`src/rtl/axi_chan_pkg.sv`:
```
// AXI channel field widths, field types and the packed payloads of each channel
`default_nettype none

package axi_chan_pkg;

    // Widths of the channel fields shared by the manager and subordinate ports
    localparam int ID_W   = 3;
    localparam int ADDR_W = 16;
    localparam int DATA_W = 32;
    localparam int LEN_W  = 4;
    localparam int RESP_W = 2;

    typedef logic [ID_W-1:0]   id_t;
    typedef logic [ADDR_W-1:0] addr_t;
    typedef logic [DATA_W-1:0] data_t;
    typedef logic [LEN_W-1:0]  len_t;
    typedef logic [RESP_W-1:0] resp_t;

    // Address request, the same layout serves AW and AR
    typedef struct packed {
        id_t   id;
        addr_t addr;
        // Number of beats in the burst minus one
        len_t  len;
    } addr_req_t;

    // One write data beat
    typedef struct packed {
        data_t data;
        logic  last;
    } w_beat_t;

    // Write response
    typedef struct packed {
        id_t   id;
        resp_t resp;
    } b_rsp_t;

    // One read data beat
    typedef struct packed {
        id_t   id;
        data_t data;
        resp_t resp;
        logic  last;
    } r_beat_t;

endpackage

`default_nettype wire

```
`src/rtl/demux_pkg.sv`:
```
// Demultiplexer definitions for the subordinate address map and the per-ID ordering tables
`default_nettype none

package demux_pkg;

    import axi_chan_pkg::*;

    // Four subordinates, addressed by a two bit index
    localparam int SUB_NUM = 4;
    localparam int SUB_W   = 2;

    typedef logic [SUB_W-1:0]   sub_idx_t;
    typedef logic [SUB_NUM-1:0] sub_vec_t;

    // Each subordinate owns one 16 KiB window of the address space
    localparam addr_t SUB_BASE [SUB_NUM] = '{16'h0000, 16'h4000, 16'h8000, 16'hC000};
    // A zero mask would disable the entry
    localparam addr_t SUB_MASK [SUB_NUM] = '{16'h3FFF, 16'h3FFF, 16'h3FFF, 16'h3FFF};

    // One table entry per possible transaction ID
    localparam int ID_NUM = 2**ID_W;
    // At most three transactions of one ID may be outstanding
    localparam int CNT_W  = 2;

    typedef logic [CNT_W-1:0] cnt_t;

    // Subordinate an ID is bound to and its outstanding count
    typedef struct packed {
        sub_idx_t sub;
        cnt_t     cnt;
    } map_entry_t;

endpackage

`default_nettype wire

```
`src/rtl/addr_decoder.sv`:
```
// Address decoder that maps a request address onto a subordinate index by base and mask
`timescale 1ns/100ps
`default_nettype none

module addr_decoder
    import axi_chan_pkg::*;
    import demux_pkg::*;
(
    input  wire addr_t addr,
    output sub_idx_t   sub
);

    // One hit flag per map entry
    sub_vec_t hit;

    always_comb begin
        for (int i = 0; i < SUB_NUM; i++) begin
            // An entry with an all-zero mask never matches
            hit[i] = (SUB_MASK[i] != '0) && ((addr & ~SUB_MASK[i]) == SUB_BASE[i]);
        end
    end

    // Walk from the top down so that the lowest hit wins
    // With no hit at all the request falls back to subordinate 0
    always_comb begin
        sub = '0;
        for (int i = SUB_NUM - 1; i >= 0; i--) begin
            if (hit[i]) begin
                sub = sub_idx_t'(i);
            end
        end
    end

endmodule

`default_nettype wire

```
`src/rtl/axi_demux.sv`:
```
// AXI demultiplexer top that joins one manager port to four subordinate ports
`timescale 1ns/100ps
`default_nettype none

module axi_demux
    import axi_chan_pkg::*;
    import demux_pkg::*;
(
    input  wire                        clk,
    input  wire                        rstn,
    // Manager port
    input  wire addr_req_t             aw_req,
    input  wire                        aw_valid,
    output logic                       aw_ready,
    input  wire w_beat_t               w_beat,
    input  wire                        w_valid,
    output logic                       w_ready,
    output b_rsp_t                     b_rsp,
    output logic                       b_valid,
    input  wire                        b_ready,
    input  wire addr_req_t             ar_req,
    input  wire                        ar_valid,
    output logic                       ar_ready,
    output r_beat_t                    r_beat,
    output logic                       r_valid,
    input  wire                        r_ready,
    // Subordinate ports, one element per subordinate
    output addr_req_t [SUB_NUM-1:0]    sub_aw_req,
    output sub_vec_t                   sub_aw_valid,
    input  wire sub_vec_t              sub_aw_ready,
    output w_beat_t [SUB_NUM-1:0]      sub_w_beat,
    output sub_vec_t                   sub_w_valid,
    input  wire sub_vec_t              sub_w_ready,
    input  wire b_rsp_t [SUB_NUM-1:0]  sub_b_rsp,
    input  wire sub_vec_t              sub_b_valid,
    output sub_vec_t                   sub_b_ready,
    output addr_req_t [SUB_NUM-1:0]    sub_ar_req,
    output sub_vec_t                   sub_ar_valid,
    input  wire sub_vec_t              sub_ar_ready,
    input  wire r_beat_t [SUB_NUM-1:0] sub_r_beat,
    input  wire sub_vec_t              sub_r_valid,
    output sub_vec_t                   sub_r_ready
);

    // Writes and reads share nothing, so the two routers run fully in parallel
    write_router i_write_router (
        .clk, .rstn,
        .aw_req, .aw_valid, .aw_ready,
        .w_beat, .w_valid, .w_ready,
        .b_rsp, .b_valid, .b_ready,
        .sub_aw_req, .sub_aw_valid, .sub_aw_ready,
        .sub_w_beat, .sub_w_valid, .sub_w_ready,
        .sub_b_rsp, .sub_b_valid, .sub_b_ready
    );

    read_router i_read_router (
        .clk, .rstn,
        .ar_req, .ar_valid, .ar_ready,
        .r_beat, .r_valid, .r_ready,
        .sub_ar_req, .sub_ar_valid, .sub_ar_ready,
        .sub_r_beat, .sub_r_valid, .sub_r_ready
    );

endmodule

`default_nettype wire

```
`src/rtl/id_order_table.sv`:
```
// Per-ID ordering table that binds each ID to one subordinate while transactions are outstanding
`timescale 1ns/100ps
`default_nettype none

module id_order_table
    import axi_chan_pkg::*;
    import demux_pkg::*;
(
    input  wire           clk,
    input  wire           rstn,
    // Request side, looked up and counted up on acceptance
    input  wire id_t      req_id,
    input  wire sub_idx_t req_sub,
    input  wire           req_fire,
    // Completion side, counted down on the final response
    input  wire id_t      done_id,
    input  wire           done_fire,
    output logic          permit
);

    map_entry_t             map_q [ID_NUM];
    map_entry_t             lookup;
    logic      [ID_NUM-1:0] incr;
    logic      [ID_NUM-1:0] decr;

    assign lookup = map_q[req_id];

    // A free entry may be rebound to any subordinate
    // A busy entry only accepts more traffic to the same subordinate, up to the counter limit
    assign permit = (lookup.cnt == '0) ||
                    ((lookup.sub == req_sub) && (lookup.cnt != '1));

    // Decode the two events into one-hot per-entry strobes
    always_comb begin
        for (int i = 0; i < ID_NUM; i++) begin
            incr[i] = req_fire && (req_id == id_t'(i));
            decr[i] = done_fire && (done_id == id_t'(i));
        end
    end

    always_ff @(posedge clk or negedge rstn) begin
        if (!rstn) begin
            for (int i = 0; i < ID_NUM; i++) begin
                map_q[i] <= '0;
            end
        end else begin
            for (int i = 0; i < ID_NUM; i++) begin
                if (incr[i]) begin
                    // Rebinding is harmless when the entry is already bound here
                    map_q[i].sub <= req_sub;
                    // A completion on the same ID in the same cycle cancels the increment
                    if (!decr[i]) begin
                        map_q[i].cnt <= map_q[i].cnt + 1'b1;
                    end
                end else if (decr[i]) begin
                    map_q[i].cnt <= map_q[i].cnt - 1'b1;
                end
            end
        end
    end

endmodule

`default_nettype wire

```
`src/rtl/read_router.sv`:
```
// Read path of the demultiplexer that steers AR under a lock and returns R combinationally
`timescale 1ns/100ps
`default_nettype none

module read_router
    import axi_chan_pkg::*;
    import demux_pkg::*;
(
    input  wire                        clk,
    input  wire                        rstn,
    // Manager side
    input  wire addr_req_t             ar_req,
    input  wire                        ar_valid,
    output logic                       ar_ready,
    output r_beat_t                    r_beat,
    output logic                       r_valid,
    input  wire                        r_ready,
    // Subordinate side
    output addr_req_t [SUB_NUM-1:0]    sub_ar_req,
    output sub_vec_t                   sub_ar_valid,
    input  wire sub_vec_t              sub_ar_ready,
    input  wire r_beat_t [SUB_NUM-1:0] sub_r_beat,
    input  wire sub_vec_t              sub_r_valid,
    output sub_vec_t                   sub_r_ready
);

    sub_idx_t ar_dec;
    logic     ar_permit;
    logic     ar_fwd;
    logic     ar_fire;
    logic     r_done;
    logic     ar_lock;
    sub_idx_t ar_sel;
    sub_vec_t r_grant;
    sub_idx_t r_grant_idx;

    addr_decoder i_ar_decoder (
        .addr (ar_req.addr),
        .sub  (ar_dec)
    );

    assign ar_fire = ar_valid && ar_ready;
    // A read burst completes with its last beat
    assign r_done  = r_valid && r_ready && r_beat.last;

    id_order_table i_read_table (
        .clk       (clk),
        .rstn      (rstn),
        .req_id    (ar_req.id),
        .req_sub   (ar_dec),
        .req_fire  (ar_fire),
        .done_id   (r_beat.id),
        .done_fire (r_done),
        .permit    (ar_permit)
    );

    assign ar_fwd = ar_valid && ar_permit && !ar_lock;

    // Same one cycle latency as AW, the latched index steers until the handshake
    always_ff @(posedge clk or negedge rstn) begin
        if (!rstn) begin
            ar_lock <= 1'b0;
            ar_sel  <= '0;
        end else if (ar_lock) begin
            if (ar_ready) begin
                ar_lock <= 1'b0;
            end
        end else if (ar_fwd) begin
            ar_lock <= 1'b1;
            ar_sel  <= ar_dec;
        end
    end

    assign ar_ready = ar_lock && sub_ar_ready[ar_sel];

    // Arbitrating only while r_ready is high means every grant completes in the same cycle
    // so nothing has to be held and no subordinate can be starved
    rr_arbiter i_r_arbiter (
        .clk       (clk),
        .rstn      (rstn),
        .enable    (r_ready),
        .request   (sub_r_valid),
        .grant     (r_grant),
        .grant_idx (r_grant_idx)
    );

    for (genvar i = 0; i < SUB_NUM; i++) begin : g_steer
        assign sub_ar_req[i]   = ar_req;
        assign sub_ar_valid[i] = ar_lock && (ar_sel == sub_idx_t'(i));
        assign sub_r_ready[i]  = r_ready && r_grant[i];
    end

    // Combinational path from r_ready to r_valid, to be broken outside if needed
    assign r_valid = r_ready && (|r_grant);
    assign r_beat  = sub_r_beat[r_grant_idx];

endmodule

`default_nettype wire

```
`src/rtl/rr_arbiter.sv`:
```
// Round-robin arbiter over the subordinate requests with a rotating priority pointer
`timescale 1ns/100ps
`default_nettype none

module rr_arbiter
    import demux_pkg::*;
(
    input  wire           clk,
    input  wire           rstn,
    input  wire           enable,
    input  wire sub_vec_t request,
    output sub_vec_t      grant,
    output sub_idx_t      grant_idx
);

    // Index of the most recent winner, the search starts just after it
    sub_idx_t last_win;

    always_comb begin : pick
        sub_idx_t cand;
        logic     found;
        grant     = '0;
        grant_idx = '0;
        found     = 1'b0;
        // Offsets 1 to SUB_NUM visit every index once, the last winner comes last
        for (int k = 1; k <= SUB_NUM; k++) begin
            cand = last_win + sub_idx_t'(k);
            if (!found && request[cand]) begin
                found       = 1'b1;
                grant[cand] = 1'b1;
                grant_idx   = cand;
            end
        end
    end

    // The pointer only moves when the grant is actually used
    always_ff @(posedge clk or negedge rstn) begin
        if (!rstn) begin
            // Start so that subordinate 0 has the highest priority
            last_win <= '1;
        end else if (enable && (|grant)) begin
            last_win <= grant_idx;
        end
    end

endmodule

`default_nettype wire

```
`src/rtl/write_router.sv`:
```
// Write path of the demultiplexer that steers AW and W under locks and returns arbitrated B
`timescale 1ns/100ps
`default_nettype none

module write_router
    import axi_chan_pkg::*;
    import demux_pkg::*;
(
    input  wire                       clk,
    input  wire                       rstn,
    // Manager side
    input  wire addr_req_t            aw_req,
    input  wire                       aw_valid,
    output logic                      aw_ready,
    input  wire w_beat_t              w_beat,
    input  wire                       w_valid,
    output logic                      w_ready,
    output b_rsp_t                    b_rsp,
    output logic                      b_valid,
    input  wire                       b_ready,
    // Subordinate side
    output addr_req_t [SUB_NUM-1:0]   sub_aw_req,
    output sub_vec_t                  sub_aw_valid,
    input  wire sub_vec_t             sub_aw_ready,
    output w_beat_t [SUB_NUM-1:0]     sub_w_beat,
    output sub_vec_t                  sub_w_valid,
    input  wire sub_vec_t             sub_w_ready,
    input  wire b_rsp_t [SUB_NUM-1:0] sub_b_rsp,
    input  wire sub_vec_t             sub_b_valid,
    output sub_vec_t                  sub_b_ready
);

    sub_idx_t aw_dec;
    logic     aw_permit;
    logic     aw_fwd;
    logic     aw_fire;
    logic     b_fire;
    logic     aw_lock;
    logic     w_lock;
    sub_idx_t aw_sel;
    logic     b_arb_en;
    sub_vec_t b_grant;
    sub_idx_t b_grant_idx;
    logic     b_lock;
    sub_idx_t b_sel;

    addr_decoder i_aw_decoder (
        .addr (aw_req.addr),
        .sub  (aw_dec)
    );

    assign aw_fire = aw_valid && aw_ready;
    assign b_fire  = b_valid && b_ready;

    // Writes are bound per ID until their B response has been returned
    id_order_table i_write_table (
        .clk       (clk),
        .rstn      (rstn),
        .req_id    (aw_req.id),
        .req_sub   (aw_dec),
        .req_fire  (aw_fire),
        .done_id   (b_rsp.id),
        .done_fire (b_fire),
        .permit    (aw_permit)
    );

    // A new burst is only taken once the previous AW and its W beats are both done
    assign aw_fwd = aw_valid && aw_permit && !aw_lock && !w_lock;

    // AW and W carry separate locks because W may run ahead of or behind AW
    always_ff @(posedge clk or negedge rstn) begin
        if (!rstn) begin
            aw_lock <= 1'b0;
            w_lock  <= 1'b0;
            aw_sel  <= '0;
        end else if (aw_lock || w_lock) begin
            if (aw_ready) begin
                aw_lock <= 1'b0;
            end
            if (w_valid && w_ready && w_beat.last) begin
                w_lock <= 1'b0;
            end
        end else if (aw_fwd) begin
            aw_lock <= 1'b1;
            w_lock  <= 1'b1;
            aw_sel  <= aw_dec;
        end
    end

    // Payloads fan out to all subordinates, only the valid bits are steered
    for (genvar i = 0; i < SUB_NUM; i++) begin : g_steer
        assign sub_aw_req[i]   = aw_req;
        assign sub_aw_valid[i] = aw_lock && (aw_sel == sub_idx_t'(i));
        assign sub_w_beat[i]   = w_beat;
        assign sub_w_valid[i]  = w_lock && (aw_sel == sub_idx_t'(i)) && w_valid;
        assign sub_b_ready[i]  = b_lock && (b_sel == sub_idx_t'(i)) && b_ready;
    end

    // aw_valid is known to be high while the AW lock is set
    assign aw_ready = aw_lock && sub_aw_ready[aw_sel];
    assign w_ready  = w_lock && sub_w_ready[aw_sel];

    // Arbitrate only while no response is being held towards the manager
    assign b_arb_en = !b_lock;

    rr_arbiter i_b_arbiter (
        .clk       (clk),
        .rstn      (rstn),
        .enable    (b_arb_en),
        .request   (sub_b_valid),
        .grant     (b_grant),
        .grant_idx (b_grant_idx)
    );

    // The winner is latched so the response stays stable until b_ready
    always_ff @(posedge clk or negedge rstn) begin
        if (!rstn) begin
            b_lock <= 1'b0;
            b_sel  <= '0;
        end else if (b_lock) begin
            if (b_ready) begin
                b_lock <= 1'b0;
            end
        end else if (|b_grant) begin
            b_lock <= 1'b1;
            b_sel  <= b_grant_idx;
        end
    end

    assign b_valid = b_lock;
    assign b_rsp   = sub_b_rsp[b_sel];

endmodule

`default_nettype wire

```
`config.mk`:
```
export PLATFORM = sky130hd
export DESIGN_NAME = axi_demux
export DESIGN_NICKNAME = d
export VERILOG_FILES = /design/src/rtl/axi_chan_pkg.sv /design/src/rtl/demux_pkg.sv /design/src/rtl/addr_decoder.sv /design/src/rtl/axi_demux.sv /design/src/rtl/id_order_table.sv /design/src/rtl/read_router.sv /design/src/rtl/rr_arbiter.sv /design/src/rtl/write_router.sv
export SDC_FILE = /design/constraint.sdc
export NUM_CORES = 1
export LEC_CHECK = 0
export ABC_AREA = 1
export BUFFER_PORTS_ARGS = -buffer_cell sky130_fd_sc_hd__buf_2
export CAP_MARGIN = 20
export CELL_PAD_IN_SITES_DETAIL_PLACEMENT = 0
export CELL_PAD_IN_SITES_GLOBAL_PLACEMENT = 1
export CORE_AREA = 2 2 255 257
export DETAILED_ROUTE_END_ITERATION = 7
export DIE_AREA = 0 0 257 259
export PLACE_DENSITY_LB_ADDON = 0.1
export SYNTH_ARGS = -nofsm -noshare
export SYNTH_HDL_FRONTEND = slang
export SYNTH_SLANG_ARGS = --single-unit
```
`constraint.sdc`:
```
create_clock -name clk -period 5.6 [get_ports clk]
set_input_delay 0.56 -clock clk [delete_from_list [all_inputs] [get_ports clk]]
set_output_delay 0.56 -clock clk [all_outputs]
set_load 0.03 [all_outputs]
```
# ---- Word level (Yosys, flattened, before mapping)
# Index checks and enable logic that the tools add are counted.
dict set report totals {
  out_inout_bits 384
  reg_bits 78
}
dict set report classes {
  n_reduce_logical 157
  n_eq_ne 65
  addsub 38
  mux 137
  n_bitwise 11
  magnitude_cmp 22
}
# cell count
set ops {}
lappend ops {{2-bit 2-to-1 mux} 64}
lappend ops {{1-bit logical AND} 93}
lappend ops {{38-bit binary-select mux with 2-bit select} 1}
lappend ops {{3-bit == test (second input constant)} 16}
lappend ops {{4-bit 2-to-1 mux} 12}
lappend ops {{2-bit AND reduction} 21}
lappend ops {{38-bit 2-to-1 mux} 1}
lappend ops {{2-bit inequality test (second input constant)} 19}
lappend ops {{2-bit by 1-bit adder with 2-bit output (second input constant)} 18}
lappend ops {{2-bit by 3-bit < comparator with 1-bit output (second input constant)} 12}
lappend ops {{1-bit 2-to-1 mux} 36}
lappend ops {{2-bit nonzero test} 17}
lappend ops {{16-bit logical NOT} 2}
lappend ops {{2-bit by 1-bit subtractor with 2-bit output (second input constant)} 16}
lappend ops {{4-bit binary-select mux with 3-bit select} 2}
lappend ops {{3-bit by 2-bit == test with 1-bit output (second input constant)} 8}
lappend ops {{4-bit OR} 6}
lappend ops {{1-bit binary-select mux with 2-bit select} 11}
lappend ops {{2-bit == test (second input constant)} 10}
lappend ops {{1-bit demux with 2-bit select} 8}
lappend ops {{2-bit by 1-bit >= comparator with 1-bit output (second input constant)} 8}
lappend ops {{3-bit by 1-bit == test with 1-bit output (second input constant)} 4}
lappend ops {{3-bit logical NOT} 4}
lappend ops {{5-bit binary-select mux with 2-bit select} 1}
lappend ops {{other kinds (12)} 40}

# ---- Depth between registers and ports, before layout
dict set report logic_depth {
  depth_word 20
  depth_mapped 22
  ltp_nobuf 20
}

# ---- By module
# From an unflattened synthesis, not the netlist that was laid out.
dict set report unflattened {
  hier_cells 1394
  area_unflattened_um2 9551.7
}
# mod area_each_um2 instances cells_each
set modules_own_cells {}
lappend modules_own_cells {id_order_table 1959.4 2 268}
lappend modules_own_cells {write_router 2285.9 1 328}
lappend modules_own_cells {read_router 2011.9 1 355}
lappend modules_own_cells {{rr_arbiter (i_read_router.i_r_arbiter)} 675.6 1 89}
lappend modules_own_cells {{rr_arbiter (i_write_router.i_b_arbiter)} 644.4 1 82}
lappend modules_own_cells {addr_decoder 7.5 2 2}

# ---- Worst setup path after synthesis
# No wires, ideal clock.
dict set report synth_timing {
  path_kind {register -> output}
  startpoint {reg i_read_router.i_r_arbiter.last_win[0]}
  endpoint {out r_beat[10] (netlist name)}
  path_stages_with_launch 16
  arrival_ps 2917
  slack_ps 2123
  cell_sequence {dfstp_2 > buf_6 > inv_6 > ha_1 > inv_1 > nand3_2 > nand2_4 > nor2_8 > nand3_1 > nand2_2 > nand2_2 > nand2_4 > buf_6 > clkbuf_1 > a21oi_1 > a32oi_1}
}
# item line_no
set synth_rtl {}
lappend synth_rtl {{start, declared} rr_arbiter.sv:17} ;# sub_idx_t last_win;
lappend synth_rtl {{start signal, assigned} rr_arbiter.sv:42} ;# last_win <= grant_idx;
lappend synth_rtl {{end, declared} axi_demux.sv:24} ;# output r_beat_t r_beat,

==> flow_summary.json <==
{
  "die_area_um2": 66600,
  "synth_common_cells": "363 x nand2_1, 316 x buf_4, 108 x inv_1",
  "hold_ws_ns": 0.187,
  "slew_violations": 0,
  "ys_async_sr_fraction_pct": 100,
  "max_stage_delay_ns": 0.73,
  "gp_congestion": 0.806,
  "clock_path_buffers": 2,
  "die_y_um": 259,
  "drt-initial-drc-count": 392,
  "drcViolationCount": 0,
  "finalNonFillerCells": 2173,
  "status": "finished clean",
  "rrSetupSlack_ns": 1.86,
  "fmax_mhz": 226,
  "row_count": 93,
  "synth_seq_area_share_pct": 21.6,
  "final_cell_area_um2": 9570,
  "period_minus_slack_ns": 4.42,
  "skew_ns": 0.00787,
  "wl_per_cell_um": 15.9,
  "worst_pin_slew_ns": 0.791,
  "post_cts_buffers": 0,
  "dpl_worst_slack_ns": 1.52,
  "io_buffer_count": 321,
  "antenna_found_initial": 3,
  "clkTransAtPathRegs_ns": 0.07,
  "track_usage_pct": 10.2,
  "dr.pass1.iters": 5,
  "r2r-start": "i_read_router.i_r_arbiter.last_win[0]",
  "pwr_density_cell_nw_per_um2": 834,
  "yosysUniqueCellTypes": 46,
  "vias_per_cell": 3.67,
  "setup_tns_ns": 0,
  "yosys.area.top_type": "buf_4",
  "post_cts_resized": 0,
  "dp_cells": 2154,
  "fin_nets": 1604,
  "htreeDepth": 3,
  "cp.arrival_ns": 3.86,
  "synth_area_um2": 9040,
  "hold_viol": 0,
  "hold_class": "in -> async",
  "start_kind": "flip-flop",
  "core_um2": 63900,
  "root_buffer": "clkbuf_16",
  "vdd_ir_drop_max_mv": 0.510,
  "grt_start_max_net_pins": 66,
  "ys_warn_count": 0,
  "ys_ff_latch": 78,
  "synth_cells": 1315,
  "cpMaxStageDelayCell": "dfstp_2",
  "yosysMostFrequentCell": "nand2_1",
  "grt_pass1_wl_um": 51500,
  "maxCapViolCount": 0,
  "drtAntennaViolNets": 0,
  "worstSetupEndpointType": "output pin",
  "totalWireLength_um": 34600,
  "io_pins": 662,
  "cts_buffers": 9,
  "timing.final.ws_setup_ns": 1.18,
  "synth_top_cell_area_share_pct": 26.2,
  "die_w_um": 257,
  "grt_pass1_vias": 8243,
  "synth_area_leaders": "buf_4 26%, dfrtp_1 20%, nand2_1 15%",
  "rsz0062_at_grt": "false",
  "required_ns": 5.04,
  "synth_nets": 1609,
  "clock_sinks": 78,
  "setup_violations": 0,
  "fillers": 7487,
  "cp_max_fo": 46,
  "dp_hpwl_um": 28200,
  "initial_core_util_pct": 14.2,
  "r2r-end": "i_read_router.i_read_table.map_q[25]",
  "tritoncts": "yes",
  "finalCritPeriodShare_pct": 78.9,
  "vias": 7971,
  "crit_chain": "inv_6 > ha_1 > inv_1 > nand3_2 > nand2_4 > nor2_8 > nand2_4 > nand2_4 > nand2_4 > inv_2 > buf_12 > a21oi_1 > a32oi_1 > buf_2",
  "insertion_delay_ns": 0.36,
  "cp_common_cell": "nand2_4",
  "maxSlewHeadroom_pct": 47.2,
  "place_area_um2": 9260,
  "synth-edff-count": 0,
  "syn_area_per_cell_um2": 6.88,
  "ctsHoldBuffers": 0,
  "power_leakage_nw": 4.78,
  "worstRegToRegCells": 18,
  "drive_gt1_share_pct": 30.2,
  "path_class": "reg -> out",
  "grt-ovfl-total": 0,
  "synthFlopType": "dfrtp_1",
  "syn2layout_area_growth_pct": 5.83
}
layout by cell type (no fill, tap or decap), types with 6 or more instances in the layout:
cell type  count
dfrtp_1       74
nand2_1      363
a32oi_1       34
clkbuf_16      9
buf_2        320
nand3_2        6
a22oi_1       11
o21ai_0       76
ha_1          16
inv_1        108
a21oi_1       39
xor2_1        28
nor2_1        61
nand3_1       58
nand2_2       15
o22ai_1        9
nand2_4       11
worst max-delay path: cells and delay by family, from the launching register on:
| kind | cells | cell delay, ns |
|---|---|---|
| flops | 1 | 0.73 |
| fa+ha+maj | 1 | 0.38 |
| compound gates | 2 | 0.29 |
| simple gates | 6 | 0.90 |
| buf+inv | 5 | 1.13 |
through the flow:
stage          utilization, %  total power, mW
4_1_cts                  15.0             8.23
3_5_place_dp             14.5             7.54
5_1_grt                  15.0             8.82
6_report                 15.0             7.98
2_1_floorplan               -             6.10
3_3_place_gp             14.5             7.60
report_power, final:
| part | switching [mW] | leakage [nW] | internal [mW] | total, mW |
|---|---|---|---|---|
| Sequential | 0.207 | 0.958 | 0.836 | 1.04 |
| Clock | 0.272 | 0.146 | 0.370 | 0.642 |
| Combinational | 4.54 | 3.67 | 1.75 | 6.30 |
routing by layer:
| metal | track usage [%] | share of wire [%] | vias up |
|---|---|---|---|
| li1 | - | - | 3915 |
| met1 | 10.9 | 38 | 3550 |
| met2 | 17.4 | 48 | 435 |
| met3 | 4.57 | 9.9 | 67 |
| met4 | 4.12 | 3.1 | 4 |
| met5 | 0.783 | 0.22 | - |
sequential cells by signal (all words and copies together) (netlist names):
| name | cells |
|---|---|
| i_read_router.i_read_table.map_q | 32 |
| i_write_router.i_write_table.map_q | 32 |
| i_read_router.ar_sel | 2 |
| i_read_router.i_r_arbiter.last_win | 2 |
| i_write_router.aw_sel | 2 |
| i_write_router.b_sel | 2 |
| i_write_router.i_b_arbiter.last_win | 2 |
| i_read_router.ar_lock | 1 |
| i_write_router.aw_lock | 1 |
| i_write_router.b_valid | 1 |
| i_write_router.w_lock | 1 |
worst max-delay path by stage:
stage	start	endpoint	slack, ns	cells after the start
2_1_floorplan	i_read_router.i_r_arbiter.last_win[0]	r_beat[10]	2.12	15
3_3_place_gp	i_read_router.i_r_arbiter.last_win[0]	r_beat[2]	1.54	14
5_1_grt	i_read_router.i_r_arbiter.last_win[0]	r_beat[29]	0.83	14
6_report	i_read_router.i_r_arbiter.last_win[0]	r_beat[29]	1.18	14
3_5_place_dp	i_read_router.i_r_arbiter.last_win[0]	r_beat[2]	1.52	14
4_1_cts	i_read_router.i_r_arbiter.last_win[0]	r_beat[2]	1.09	14
layout make-up:
| class | count | area [um^2] | share of cell area, % |
|---|---|---|---|
| clock inverters | 3 | 42.5 | 0.445 |
| flip-flops and latches | 78 | 1960 | 20.5 |
| repair buffers | 326 | 1660 | 17.3 |
| inverters | 115 | 437 | 4.56 |
| multi-input cells | 780 | 4140 | 43.2 |
| clock buffers | 13 | 260 | 2.72 |
| diodes | 3 | 7.51 | 0.0785 |
| well taps | 855 | 1070 | 11.2 |
kinds of logic after synthesis:
family | after synthesis | synth area share [%]
buffers and inverters | 457 | 32.6
XOR/XNOR | 33 | 3.20
AND/OR/NAND/NOR | 537 | 26.6
AO/OA/AOI/OAI | 194 | 13.7
flip-flops | 78 | 21.6
adder cells (fa/ha/maj) | 16 | 2.21
Power figures use the tool's default switching activity.
